$ cat config.mk
export PLATFORM = sky130hd
export DESIGN_NAME = cpuControl
export DESIGN_NICKNAME = d
export VERILOG_FILES = /design/src/cpuControlPkg.sv /design/src/branchCondition.sv /design/src/controlSequencer.sv /design/src/cpuControl.sv /design/src/instructionDecoder.sv
export VERILOG_INCLUDE_DIRS = /design/src
export SDC_FILE = /design/constraint.sdc
export NUM_CORES = 1
export LEC_CHECK = 0
export BUFFER_PORTS_ARGS = -buffer_cell sky130_fd_sc_hd__buf_2
export CAP_MARGIN = 15
export CORE_MARGIN = 2
export CORE_UTILIZATION = 44
export CTS_BUF_LIST = sky130_fd_sc_hd__clkbuf_16
export CTS_CLUSTER_SIZE = 24
export DETAILED_ROUTE_END_ITERATION = 8
export PLACE_DENSITY = 0.91
export SYNTH_ARGS = -nofsm -noshare
export SYNTH_HDL_FRONTEND = slang
export SYNTH_SLANG_ARGS = --single-unit
$ cat constraint.sdc
create_clock -name clock -period 4.1 [get_ports clock]
set_input_delay 0.41 -clock clock [delete_from_list [all_inputs] [get_ports clock]]
set_output_delay 0.41 -clock clock [all_outputs]
set_load 0.05 [all_outputs]
$ cat src/cpuControl_macros.svh
`ifndef CPU_CONTROL_MACROS_SVH
`define CPU_CONTROL_MACROS_SVH

// Instruction word and register file sizes
`define INSTR_WIDTH 16
`define REG_ADDR_WIDTH 4

// Processor status word, one bit per flag
`define FLAG_WIDTH 5

// Major opcode
`define OPCODE_MSB 15
`define OPCODE_LSB 12

// Destination register, or condition code for jumps and branches
`define DEST_MSB 11
`define DEST_LSB 8

// Extended opcode
`define EXT_MSB 7
`define EXT_LSB 4

`endif

$ cat src/cpuControlPkg.sv
`include "cpuControl_macros.svh"

package cpuControlPkg;

    typedef enum logic [1:0] {
        fetch,
        decode,
        execute,
        writeBack
    } stateT;

    typedef enum logic [3:0] {
        opRType   = 4'b0000,
        opAndi    = 4'b0001,
        opOri     = 4'b0010,
        opXori    = 4'b0011,
        opMemJump = 4'b0100,   // Load, store, Jcond, JAL
        opAddi    = 4'b0101,
        opAddui   = 4'b0110,
        opAddci   = 4'b0111,
        opShift   = 4'b1000,
        opSubi    = 4'b1001,
        opSubci   = 4'b1010,
        opCmpi    = 4'b1011,
        opBcond   = 4'b1100,
        opMovi    = 4'b1101,
        opMuli    = 4'b1110,
        opLui     = 4'b1111
    } opcodeT;

    typedef enum logic [3:0] {
        extLoad  = 4'b0000,
        extStore = 4'b0100,
        extJal   = 4'b1000,
        extCmp   = 4'b1011,   // Only under opRType
        extJcond = 4'b1100
    } extOpT;

    // Register shift codes under opShift
    typedef enum logic [3:0] {
        extLsh = 4'b0100,
        extAsh = 4'b0110
    } shiftExtT;

    typedef enum logic [3:0] {
        EQ, NE, CS, CC, HI, LS, GT, LE,
        FS, FC, LO, HS, LT, GE, UC, NJ
    } conditionT;

    typedef enum logic [2:0] {
        classAlu,
        classCompare,
        classLoad,
        classStore,
        classJcond,
        classJal,
        classBcond,
        classIllegal
    } instrClassT;

    typedef enum logic [1:0] {
        immRaw     = 2'd0,
        immSignExt = 2'd1,
        immZeroExt = 2'd2,
        immZero    = 2'd3   // Hard zero operand
    } immKindT;

    typedef struct packed {
        logic negative;
        logic zero;
        logic flag;
        logic low;
        logic carry;
    } flagsT;

    typedef struct packed {
        instrClassT instrClass;
        logic       useImmediate;
        logic       useRegisterA;
        immKindT    immKind;
    } decodeT;

    typedef struct packed {
        logic                         aluEnable;
        logic                         ramReadEnable;
        logic                         irLoad;
        logic                         pcEnable;
        logic                         pcWrite;          // Jump target instead of increment
        logic                         ramWriteEnable;
        logic                         regWriteEnable;
        logic                         useImmediate;
        logic                         useRegisterA;
        immKindT                      immKind;
        logic                         ramAddrFromAlu;
        logic                         writeBackFromRam;
        logic [`REG_ADDR_WIDTH-1:0]   regWriteAddress;
    } controlLinesT;

endpackage

$ cat src/branchCondition.sv
`timescale 1ns/1ps
`include "cpuControl_macros.svh"

module branchCondition (
    input  logic [`INSTR_WIDTH-1:0] instruction,
    input  cpuControlPkg::flagsT    flags,
    output logic                    branchTaken
);

    cpuControlPkg::conditionT condition;

    assign condition = cpuControlPkg::conditionT'(instruction[`DEST_MSB:`DEST_LSB]);

    // Shared by Jcond and Bcond
    always_comb begin
        branchTaken = 1'b0;
        case (condition)
            cpuControlPkg::EQ: branchTaken = flags.zero;
            cpuControlPkg::NE: branchTaken = !flags.zero;
            cpuControlPkg::CS: branchTaken = flags.carry;
            cpuControlPkg::CC: branchTaken = !flags.carry;
            cpuControlPkg::HI: branchTaken = flags.low;
            cpuControlPkg::LS: branchTaken = !flags.low;
            cpuControlPkg::GT: branchTaken = flags.negative;
            cpuControlPkg::LE: branchTaken = !flags.negative;
            cpuControlPkg::FS: branchTaken = flags.flag;
            cpuControlPkg::FC: branchTaken = !flags.flag;
            cpuControlPkg::LO: begin
                branchTaken = !flags.low && !flags.zero;
            end
            cpuControlPkg::HS: begin
                branchTaken = flags.low || flags.zero;
            end
            cpuControlPkg::LT: begin
                branchTaken = !flags.negative && !flags.zero;
            end
            cpuControlPkg::GE: begin
                branchTaken = flags.negative || flags.zero;
            end
            cpuControlPkg::UC: branchTaken = 1'b1;
            cpuControlPkg::NJ: branchTaken = 1'b0;
            default: branchTaken = 1'b0;
        endcase
    end

endmodule

$ cat src/controlSequencer.sv
`timescale 1ns/1ps
`include "cpuControl_macros.svh"

module controlSequencer (
    input  logic                        clock,
    input  logic                        reset,
    input  logic [`INSTR_WIDTH-1:0]     instruction,
    input  cpuControlPkg::decodeT       decoded,
    input  logic                        branchTaken,
    output cpuControlPkg::controlLinesT control
);

    cpuControlPkg::stateT         state;
    cpuControlPkg::stateT         nextState;
    cpuControlPkg::controlLinesT  lines;
    cpuControlPkg::instrClassT    instrClass;

    assign instrClass = decoded.instrClass;

    always_ff @(posedge clock) begin
        if (!reset) begin
            state <= cpuControlPkg::fetch;
        end else begin
            state <= nextState;
        end
    end

    always_comb begin
        case (state)
            cpuControlPkg::fetch: nextState = cpuControlPkg::decode;
            cpuControlPkg::decode: begin
                if (instrClass == cpuControlPkg::classIllegal) begin
                    nextState = cpuControlPkg::fetch;   // Skip unknown opcodes
                end else begin
                    nextState = cpuControlPkg::execute;
                end
            end
            cpuControlPkg::execute: begin
                if (instrClass == cpuControlPkg::classCompare) begin
                    nextState = cpuControlPkg::fetch;   // Only flags change
                end else begin
                    nextState = cpuControlPkg::writeBack;
                end
            end
            default: nextState = cpuControlPkg::fetch;
        endcase
    end

    always_comb begin
        lines = '0;
        if (state == cpuControlPkg::execute || state == cpuControlPkg::writeBack) begin
            lines.useImmediate = decoded.useImmediate;
            lines.useRegisterA = decoded.useRegisterA;
            lines.immKind      = decoded.immKind;
        end
        case (state)
            cpuControlPkg::fetch: begin
                lines.ramReadEnable = 1'b1;
                lines.irLoad        = 1'b1;
            end
            cpuControlPkg::decode: begin
                lines.pcEnable = (instrClass == cpuControlPkg::classIllegal);
            end
            cpuControlPkg::execute: begin
                lines.aluEnable = 1'b1;
                if (instrClass == cpuControlPkg::classLoad) begin
                    lines.ramAddrFromAlu = 1'b1;   // Start the RAM read early
                    lines.ramReadEnable  = 1'b1;
                end
                lines.pcEnable = (instrClass == cpuControlPkg::classCompare);
            end
            cpuControlPkg::writeBack: begin
                lines.pcEnable = 1'b1;
                case (instrClass)
                    cpuControlPkg::classAlu: begin
                        lines.regWriteEnable  = 1'b1;
                        lines.regWriteAddress = instruction[`DEST_MSB:`DEST_LSB];
                    end
                    cpuControlPkg::classLoad: begin
                        lines.regWriteEnable   = 1'b1;
                        lines.regWriteAddress  = instruction[`DEST_MSB:`DEST_LSB];
                        lines.writeBackFromRam = 1'b1;
                        lines.ramAddrFromAlu   = 1'b1;
                        lines.ramReadEnable    = 1'b1;
                    end
                    cpuControlPkg::classStore: lines.ramWriteEnable = 1'b1;
                    cpuControlPkg::classJcond,
                    cpuControlPkg::classBcond: lines.pcWrite = branchTaken;
                    cpuControlPkg::classJal: lines.pcWrite = 1'b1;
                    default: lines.pcWrite = 1'b0;
                endcase
            end
            default: lines = '0;
        endcase
    end

    // Datapath sees idle lines throughout reset
    assign control = reset ? lines : '0;

    irLoadNotWithPcEnable: assert property (
        @(posedge clock) !(control.irLoad && control.pcEnable));

    singleWriteTarget: assert property (
        @(posedge clock) !(control.regWriteEnable && control.ramWriteEnable));

    // An illegal opcode must have returned to fetch from decode
    noIllegalExecute: assert property (
        @(posedge clock) disable iff (!reset)
        (state == cpuControlPkg::execute) |-> (instrClass != cpuControlPkg::classIllegal));

endmodule

$ cat src/cpuControl.sv
`timescale 1ns/1ps
`include "cpuControl_macros.svh"

module cpuControl (
    input  logic                        clock,
    input  logic                        reset,
    input  logic [`INSTR_WIDTH-1:0]     instruction,
    input  cpuControlPkg::flagsT        flags,
    output cpuControlPkg::controlLinesT control
);

    cpuControlPkg::decodeT decoded;
    logic                  branchTaken;

    instructionDecoder decoder (
        .instruction (instruction),
        .decoded     (decoded)
    );

    // Evaluated on every instruction, used only by jumps and branches
    branchCondition condition (
        .instruction (instruction),
        .flags       (flags),
        .branchTaken (branchTaken)
    );

    controlSequencer sequencer (
        .clock       (clock),
        .reset       (reset),
        .instruction (instruction),
        .decoded     (decoded),
        .branchTaken (branchTaken),
        .control     (control)
    );

endmodule

$ cat src/instructionDecoder.sv
`timescale 1ns/1ps
`include "cpuControl_macros.svh"

module instructionDecoder (
    input  logic [`INSTR_WIDTH-1:0] instruction,
    output cpuControlPkg::decodeT   decoded
);

    cpuControlPkg::opcodeT              opcode;
    logic [`EXT_MSB-`EXT_LSB:0]         ext;
    logic                               registerShift;

    assign opcode = cpuControlPkg::opcodeT'(instruction[`OPCODE_MSB:`OPCODE_LSB]);
    assign ext    = instruction[`EXT_MSB:`EXT_LSB];

    assign registerShift = (ext == cpuControlPkg::extLsh) || (ext == cpuControlPkg::extAsh);

    always_comb begin
        decoded.instrClass   = cpuControlPkg::classIllegal;
        decoded.useImmediate = 1'b0;
        decoded.immKind      = cpuControlPkg::immRaw;
        case (opcode)
            cpuControlPkg::opRType: begin
                if (ext == cpuControlPkg::extCmp) begin
                    decoded.instrClass = cpuControlPkg::classCompare;
                end else begin
                    decoded.instrClass = cpuControlPkg::classAlu;
                end
            end
            cpuControlPkg::opAndi,
            cpuControlPkg::opOri,
            cpuControlPkg::opXori,
            cpuControlPkg::opMovi: begin
                decoded.instrClass   = cpuControlPkg::classAlu;
                decoded.useImmediate = 1'b1;
                decoded.immKind      = cpuControlPkg::immZeroExt;   // Logic ops take unsigned
            end
            cpuControlPkg::opAddi,
            cpuControlPkg::opSubi: begin
                decoded.instrClass   = cpuControlPkg::classAlu;
                decoded.useImmediate = 1'b1;
                decoded.immKind      = cpuControlPkg::immSignExt;
            end
            cpuControlPkg::opCmpi: begin
                decoded.instrClass   = cpuControlPkg::classCompare;
                decoded.useImmediate = 1'b1;
                decoded.immKind      = cpuControlPkg::immSignExt;
            end
            cpuControlPkg::opLui: begin
                decoded.instrClass   = cpuControlPkg::classAlu;
                decoded.useImmediate = 1'b1;
            end
            cpuControlPkg::opShift: begin
                decoded.instrClass   = cpuControlPkg::classAlu;
                decoded.useImmediate = !registerShift;   // LSHI and ASHUI use the amount field
            end
            cpuControlPkg::opMemJump: begin
                case (ext)
                    cpuControlPkg::extLoad: begin
                        decoded.instrClass = cpuControlPkg::classLoad;
                    end
                    cpuControlPkg::extStore: begin
                        decoded.instrClass   = cpuControlPkg::classStore;
                        decoded.useImmediate = 1'b1;
                        decoded.immKind      = cpuControlPkg::immZero;
                    end
                    cpuControlPkg::extJcond: begin
                        decoded.instrClass   = cpuControlPkg::classJcond;
                        decoded.useImmediate = 1'b1;
                        decoded.immKind      = cpuControlPkg::immZero;   // Target is Rsrc + 0
                    end
                    cpuControlPkg::extJal: begin
                        decoded.instrClass   = cpuControlPkg::classJal;
                        decoded.useImmediate = 1'b1;
                        decoded.immKind      = cpuControlPkg::immZero;
                    end
                    default: begin
                        decoded.instrClass = cpuControlPkg::classIllegal;
                    end
                endcase
            end
            cpuControlPkg::opBcond: begin
                decoded.instrClass   = cpuControlPkg::classBcond;
                decoded.useImmediate = 1'b1;   // PC plus displacement
            end
            cpuControlPkg::opAddui,
            cpuControlPkg::opAddci,
            cpuControlPkg::opSubci,
            cpuControlPkg::opMuli: begin
                decoded.instrClass = cpuControlPkg::classIllegal;
            end
        endcase
        // Bcond takes the PC as ALU operand A
        decoded.useRegisterA = (decoded.instrClass != cpuControlPkg::classBcond);
    end

endmodule

# Word level (Yosys, flattened, before mapping)
# Index checks and enable logic that the tools add are counted.
# Widths: inputs -> output; s select.
[classes]
add_sub_neg = 0
n_mul = 0
div = 0
magnitude_cmp = 0
eq_ne = 46
n_shift = 0
mux = 26
bitwise = 0
reduce_logical = 26
[op_table]
columns = ["operator", "n"]
rows = [
  ["$eq 4x4->1 const B", 19],
  ["$eq 4x3->1 const B", 10],
  ["$pmux 3 s6", 1],
  ["$mux 17", 1],
  ["$eq 4x2->1 const B", 4],
  ["$pmux 1 s16", 1],
  ["$eq 3x3->1 const B", 4],
  ["$logic_not 4->1", 3],
  ["$pmux 2 s3", 2],
  ["$pmux 3 s4", 1],
  ["$reduce_or 9->1", 1],
  ["$eq 4x1->1 const B", 2],
  ["$mux 2", 4],
  ["$mux 4", 2],
  ["$reduce_or 4->1", 2],
  ["$reduce_or 8->1", 1],
  ["$mux 1", 7],
  ["$eq 3x2->1 const B", 2],
  ["$logic_not 1->1", 6],
  ["$pmux 1 s2", 3],
  ["$pmux 1 s3", 2],
  ["$reduce_or 2->1", 3],
  ["$reduce_or 3->1", 2],
  ["$mux 5", 1],
  ["9 further kinds", 14],
]
[word_totals]
register_bits = 2
latch_bits = 0
ram_bits = 0
mem_bits_ro = 0
in_bits = 23
out_inout_bits = 17
word_cells = 99
mem_count = 0

# Logic depth before layout (Yosys ltp)
[depth]
word_depth = 8
mapped_depth = 6
ltp_nobuf = 5

# Cells and area by module
# From an unflattened synthesis, not the netlist that was laid out.
[unflattened]
hier_cells = 102
area_unflattened_um2 = 737.0
[modules_own_cells]
columns = ["module", "n_inst", "cells_each", "area_each_um2", "seq_area_each_um2"]
rows = [
  ["controlSequencer", 1, 40, 305.3, 40.0],
  ["instructionDecoder", 1, 39, 247.7, 0.0],
  ["branchCondition", 1, 23, 183.9, 0.0],
]

# Worst setup path after synthesis
# OpenSTA, ideal clock, no wires.
[synth_timing]
path_type = "input to output"
from = "input port instruction[15]"
to = "output port control[15] in the netlist's numbering"
arrival_ns = 2.743
t_required_ns = 3.690
setup_slack_ns = 0.947
path_stages = 6
path_buffers = 1
cell_sequence = "buf_2 and2b_1 o21ai_2 nand3_1 nor3_1 or2_1"
[synth_lines]
columns = ["element", "line_no", "source"]
rows = [
  ["start, declared", "cpuControl.sv:7", "input logic [`INSTR_WIDTH-1:0] instruction,"],
  ["end, declared", "cpuControl.sv:9", "output cpuControlPkg::controlLinesT control"],
]

==> report_table.html <==
<table>
<tr><th>Metric</th><th>Value</th></tr>
<tr><th colspan="2">STA</th></tr>
<tr><td>Setup-failing EPs final</td><td>0</td></tr>
<tr><td>Post-route fraction of the period consumed by the critical path</td><td>57.3%</td></tr>
<tr><td>RSZ-0062 raised after global routing</td><td>false</td></tr>
<tr><td>Fmax</td><td>426 MHz</td></tr>
<tr><td>Max-slew violation total from the final report</td><td>0</td></tr>
<tr><td>Post-route worst hold slack</td><td>0.504 ns</td></tr>
<tr><td>Setup slack of the critical path after layout</td><td>1.75 ns</td></tr>
<tr><td>Min Clock Period, post-route</td><td>2.35 ns</td></tr>
<tr><td>Relative slew slack</td><td>66.9%</td></tr>
<tr><td>Worst-margin pin slew</td><td>0.493 ns</td></tr>
<tr><td>Number of hold violations in the final report</td><td>0</td></tr>
<tr><td>Post-Route Skew</td><td>0.00325 ns</td></tr>
<tr><td>Setup_tns</td><td>0 ns</td></tr>
<tr><th colspan="2">Setup path</th></tr>
<tr><td>Setup Crit Path Kind</td><td>in -&gt; out</td></tr>
<tr><td>Cells along the critical path</td><td>buf_2 -&gt; nor4bb_1 -&gt; o211ai_2 -&gt; a32oi_1 -&gt; o21ai_1 -&gt; a21boi_1 -&gt; buf_2</td></tr>
<tr><td>Type of element launching the critical path</td><td>primary input</td></tr>
<tr><td>Sum of buffers and inverters on the critical path</td><td>2</td></tr>
<tr><td>Biggest cell delay along the critical path</td><td>0.36 ns</td></tr>
<tr><td>Cell class contributing the biggest share of worst-path delay</td><td>compound AO/OA/AOI/OAI gates</td></tr>
<tr><td>CP most frequent cell</td><td>sky130_fd_sc_hd__buf_2</td></tr>
<tr><td>Data required time of the critical path</td><td>3.69 ns</td></tr>
<tr><td>Critical Path End Type</td><td>output pin</td></tr>
<tr><td>Highest net fanout along the worst path</td><td>6</td></tr>
<tr><td>Cell with the biggest individual delay on the critical path</td><td>sky130_fd_sc_hd__nor4bb_1</td></tr>
<tr><td>Data arrival time at the worst-slack endpoint</td><td>1.94 ns</td></tr>
<tr><th colspan="2">Synthesis</th></tr>
<tr><td>Number of distinct library cells after synthesis</td><td>37</td></tr>
<tr><td>Biggest area consumer among synthesized cells</td><td>sky130_fd_sc_hd__dfxtp_1</td></tr>
<tr><td>Number of flops mapped to enable cells by yosys</td><td>0</td></tr>
<tr><td>Gate Count Post-Synth</td><td>89</td></tr>
<tr><td>Cell area after synthesis</td><td>599 sq um</td></tr>
<tr><td>Dominant cell by count in the synthesized netlist</td><td>sky130_fd_sc_hd__nor2_1</td></tr>
<tr><td>Synth async-reset ratio</td><td>0%</td></tr>
<tr><td>Share of Yosys cell area claimed by the top area cell type</td><td>6.68%</td></tr>
<tr><td>Sequential fraction of the synthesis area</td><td>6.68%</td></tr>
<tr><td>Number of register bits inferred by synthesis</td><td>2</td></tr>
<tr><td>Largest cells by area after synthesis</td><td>sky130_fd_sc_hd__dfxtp_1 (6.7%), sky130_fd_sc_hd__nor2_1 (5.6%), sky130_fd_sc_hd__nor2b_1 (5.2%), sky130_fd_sc_hd__o211ai_1 (5.0%), sky130_fd_sc_hd__and2_1 (4.2%)</td></tr>
<tr><td>Count of warnings emitted by yosys</td><td>0</td></tr>
<tr><td>Most used flip-flop cell after synthesis</td><td>sky130_fd_sc_hd__dfxtp_1</td></tr>
<tr><td>Most instantiated cells after synthesis</td><td>sky130_fd_sc_hd__nor2_1 (9), sky130_fd_sc_hd__nand2_1 (6), sky130_fd_sc_hd__nand3_1 (5), sky130_fd_sc_hd__nor2b_1 (5)</td></tr>
<tr><td>Synthesized Nets</td><td>112</td></tr>
<tr><td>Average instance area after synthesis</td><td>6.73 sq um</td></tr>
<tr><th colspan="2">Cells and area</th></tr>
<tr><td>Multi-input logic area</td><td>533 sq um</td></tr>
<tr><td>Layout-stage area growth over the synthesis result</td><td>42.4%</td></tr>
<tr><td>Area taken by flip-flops and latches</td><td>40.0 sq um</td></tr>
<tr><td>Register with the most flip-flops</td><td>sequencer.state</td></tr>
<tr><td>Final core utilization</td><td>66.4%</td></tr>
<tr><td>Ant diodes</td><td>0</td></tr>
<tr><td>Layout cells sized above 1</td><td>37.1%</td></tr>
<tr><td>Fill cells</td><td>112</td></tr>
<tr><td>Number of flip-flops in the largest register</td><td>2</td></tr>
<tr><td>Largest registers in the final layout</td><td>sequencer.state x2</td></tr>
<tr><td>Final-stage net count</td><td>149</td></tr>
<tr><th colspan="2">Clock tree</th></tr>
<tr><td>Number of setup buffers added after CTS</td><td>0</td></tr>
<tr><td>Sinks on the clock net</td><td>2</td></tr>
<tr><td>Clock tree from TritonCTS</td><td>done</td></tr>
<tr><td>Clock transition at the registers of the reported paths</td><td>0.03 ns</td></tr>
<tr><td>Clock Root Buffer</td><td>sky130_fd_sc_hd__clkbuf_16</td></tr>
<tr><td>Cts bufs inserted</td><td>3</td></tr>
<tr><td>Count of hold buffers inserted by post-cts repair</td><td>0</td></tr>
<tr><td>Number of gates resized after cts</td><td>0</td></tr>
<tr><td>Worst skew pair latency</td><td>0.22 ns</td></tr>
<tr><td>Bufs on Longest Clock Path</td><td>2</td></tr>
<tr><td>H-tree depth</td><td>1</td></tr>
<tr><th colspan="2">Global route</th></tr>
<tr><td>Vias in the first global route</td><td>685</td></tr>
<tr><td>Initial antenna violation count</td><td>0</td></tr>
<tr><td>Total GRT Usage</td><td>24.5%</td></tr>
<tr><td>Maximum number of pins on one net before global-route repair</td><td>11</td></tr>
<tr><td>Wire length of the first global-routing pass</td><td>2.79 mm</td></tr>
<tr><td>Overflow after GRT</td><td>0</td></tr>
<tr><th colspan="2">Drt</th></tr>
<tr><td>Total number of vias</td><td>850</td></tr>
<tr><td>First-pass iteration count of the detailed router</td><td>4</td></tr>
<tr><td>Number of antenna-violating nets in the routed design</td><td>0</td></tr>
<tr><td>Post-detailed-route via-to-cell ratio</td><td>6.12</td></tr>
<tr><td>Routed Wire Length</td><td>1.89 mm</td></tr>
<tr><td>Initial detailed-routing violation count</td><td>19</td></tr>
<tr><td>Count of unresolved DRC violations after routing</td><td>0</td></tr>
<tr><td>Routed WL per cell</td><td>13.6 microns</td></tr>
<tr><th colspan="2">Die</th></tr>
<tr><td>Die extent in x</td><td>40.9 microns</td></tr>
<tr><td>Initial cell density of the core</td><td>46.6%</td></tr>
<tr><td>Area of the core</td><td>1280 sq um</td></tr>
<tr><td>Die boundary height</td><td>40.9 microns</td></tr>
<tr><td>Number of placement rows</td><td>13</td></tr>
<tr><td>Number of ports placed on the die boundary</td><td>40</td></tr>
<tr><td>Die Area</td><td>1670 sq um</td></tr>
<tr><th colspan="2">Power</th></tr>
<tr><td>Power Total</td><td>0.000256 W</td></tr>
<tr><td>Leakage power figure</td><td>0.414 nW</td></tr>
<tr><td>Power density over the cells</td><td>300 nW/um^2</td></tr>
<tr><td>Max rail drop VDD</td><td>0.276 mV</td></tr>
<tr><th colspan="2">Outcome</th></tr>
<tr><td>Status</td><td>finished, final reports clean</td></tr>
<tr><th colspan="2">Placement</th></tr>
<tr><td>Count of input and output buffers</td><td>35</td></tr>
<tr><td>Detail Placement HPWL</td><td>1.40 mm</td></tr>
<tr><td>Pre-CTS setup slack</td><td>1.75 ns</td></tr>
<tr><td>Gp weighted congestion</td><td>0.838</td></tr>
<tr><th colspan="2">Hold path</th></tr>
<tr><td>HP Class</td><td>in -&gt; reg</td></tr>
<tr><th colspan="2">Job</th></tr>
<tr><td>Maximum Capacitance Violations</td><td>0</td></tr>
</table>
==> metrics by stage <==
| step | std cells | instance area [sq um] |
|---|---|---|
| floorplan | 89 | 599 |
| global placement | 136 | 778 |
| detailed placement | 136 | 778 |
| CTS | 139 | 853 |
| global route | 139 | 853 |
| finish | 139 | 853 |
==> path summary, 6_finish.rpt <==
kind                      startpoint                  to  slack [ns]  depth (start not counted)
setup reg to reg  sequencer.state[1]  sequencer.state[1]        3.19                          2
hold reg to reg   sequencer.state[0]  sequencer.state[1]        0.64                          1
hold / removal                 reset  sequencer.state[1]        0.50                          2
setup / recovery      instruction[7]         control[13]        1.75                          7
==> power breakdown <==
group | internal, W | switching, W | leakage (nW)
logic | 0.0000288 | 0.0000553 | 0.360
clock network | 0.000124 | 0.0000236 | 0.0370
registers | 0.0000215 | 0.00000301 | 0.0167
==> kinds of logic (layout without fill, tap and decap cells) <==
group | count (synthesis) | in the layout | share of synthesized area, %
mux | 1 | 1 | 3.76
simple gates | 52 | 52 | 51.6
buf+inv | 6 | 41 | 4.38
xor+xnor | 1 | 1 | 1.46
compound gates | 27 | 27 | 32.2
flops | 2 | 2 | 6.68
==> placed cells by master (no fill, tap or decap), types with 2 or more instances in the layout <==
cell type	netlist	final
sky130_fd_sc_hd__a21boi_1	2	2
sky130_fd_sc_hd__nand2_1	6	6
sky130_fd_sc_hd__nor2_1	9	9
sky130_fd_sc_hd__and2_1	4	4
sky130_fd_sc_hd__buf_2	3	35
sky130_fd_sc_hd__o21ai_1	2	2
sky130_fd_sc_hd__nor2b_1	5	5
sky130_fd_sc_hd__nand2b_1	3	3
sky130_fd_sc_hd__or3b_2	2	2
sky130_fd_sc_hd__inv_1	3	3
sky130_fd_sc_hd__a31oi_1	2	2
sky130_fd_sc_hd__o21ai_0	3	3
sky130_fd_sc_hd__nand4_1	2	2
sky130_fd_sc_hd__a211o_1	2	2
sky130_fd_sc_hd__o21ai_2	2	2
sky130_fd_sc_hd__o211ai_1	4	4
sky130_fd_sc_hd__clkbuf_16	0	3
sky130_fd_sc_hd__a21oi_1	4	4
sky130_fd_sc_hd__nor3_1	4	4
sky130_fd_sc_hd__nand3_1	5	5
sky130_fd_sc_hd__dfxtp_1	2	2
sky130_fd_sc_hd__nor4_1	4	4
==> worst register-to-register path: stages, from the launching register on <==
cell                       delay, ns
sky130_fd_sc_hd__dfxtp_1        0.43
sky130_fd_sc_hd__a21boi_1       0.24
sky130_fd_sc_hd__o211a_1        0.18
==> per-layer routing <==
layer / wire (microns) / track usage, % / share of wire (%) / vias up
met2: 980 / 46.5 / 52 / 40
met4: 16 / 8.33 / 0.85 / 0
met1: 747 / 25.8 / 40 / 395
li1: - / - / - / 413
met3: 141 / 5.43 / 7.5 / 2
met5: 0 / 0 / 0 / -
==> cell type report <==
cell class	instances	area share (%)
clock buffers	3	8.80
inverters	3	1.32
multi-input cells	81	62.5
flip-flops and latches	2	4.69
well taps	15	2.20
repair buffers	35	20.5
Power figures use the tool's default switching activity.
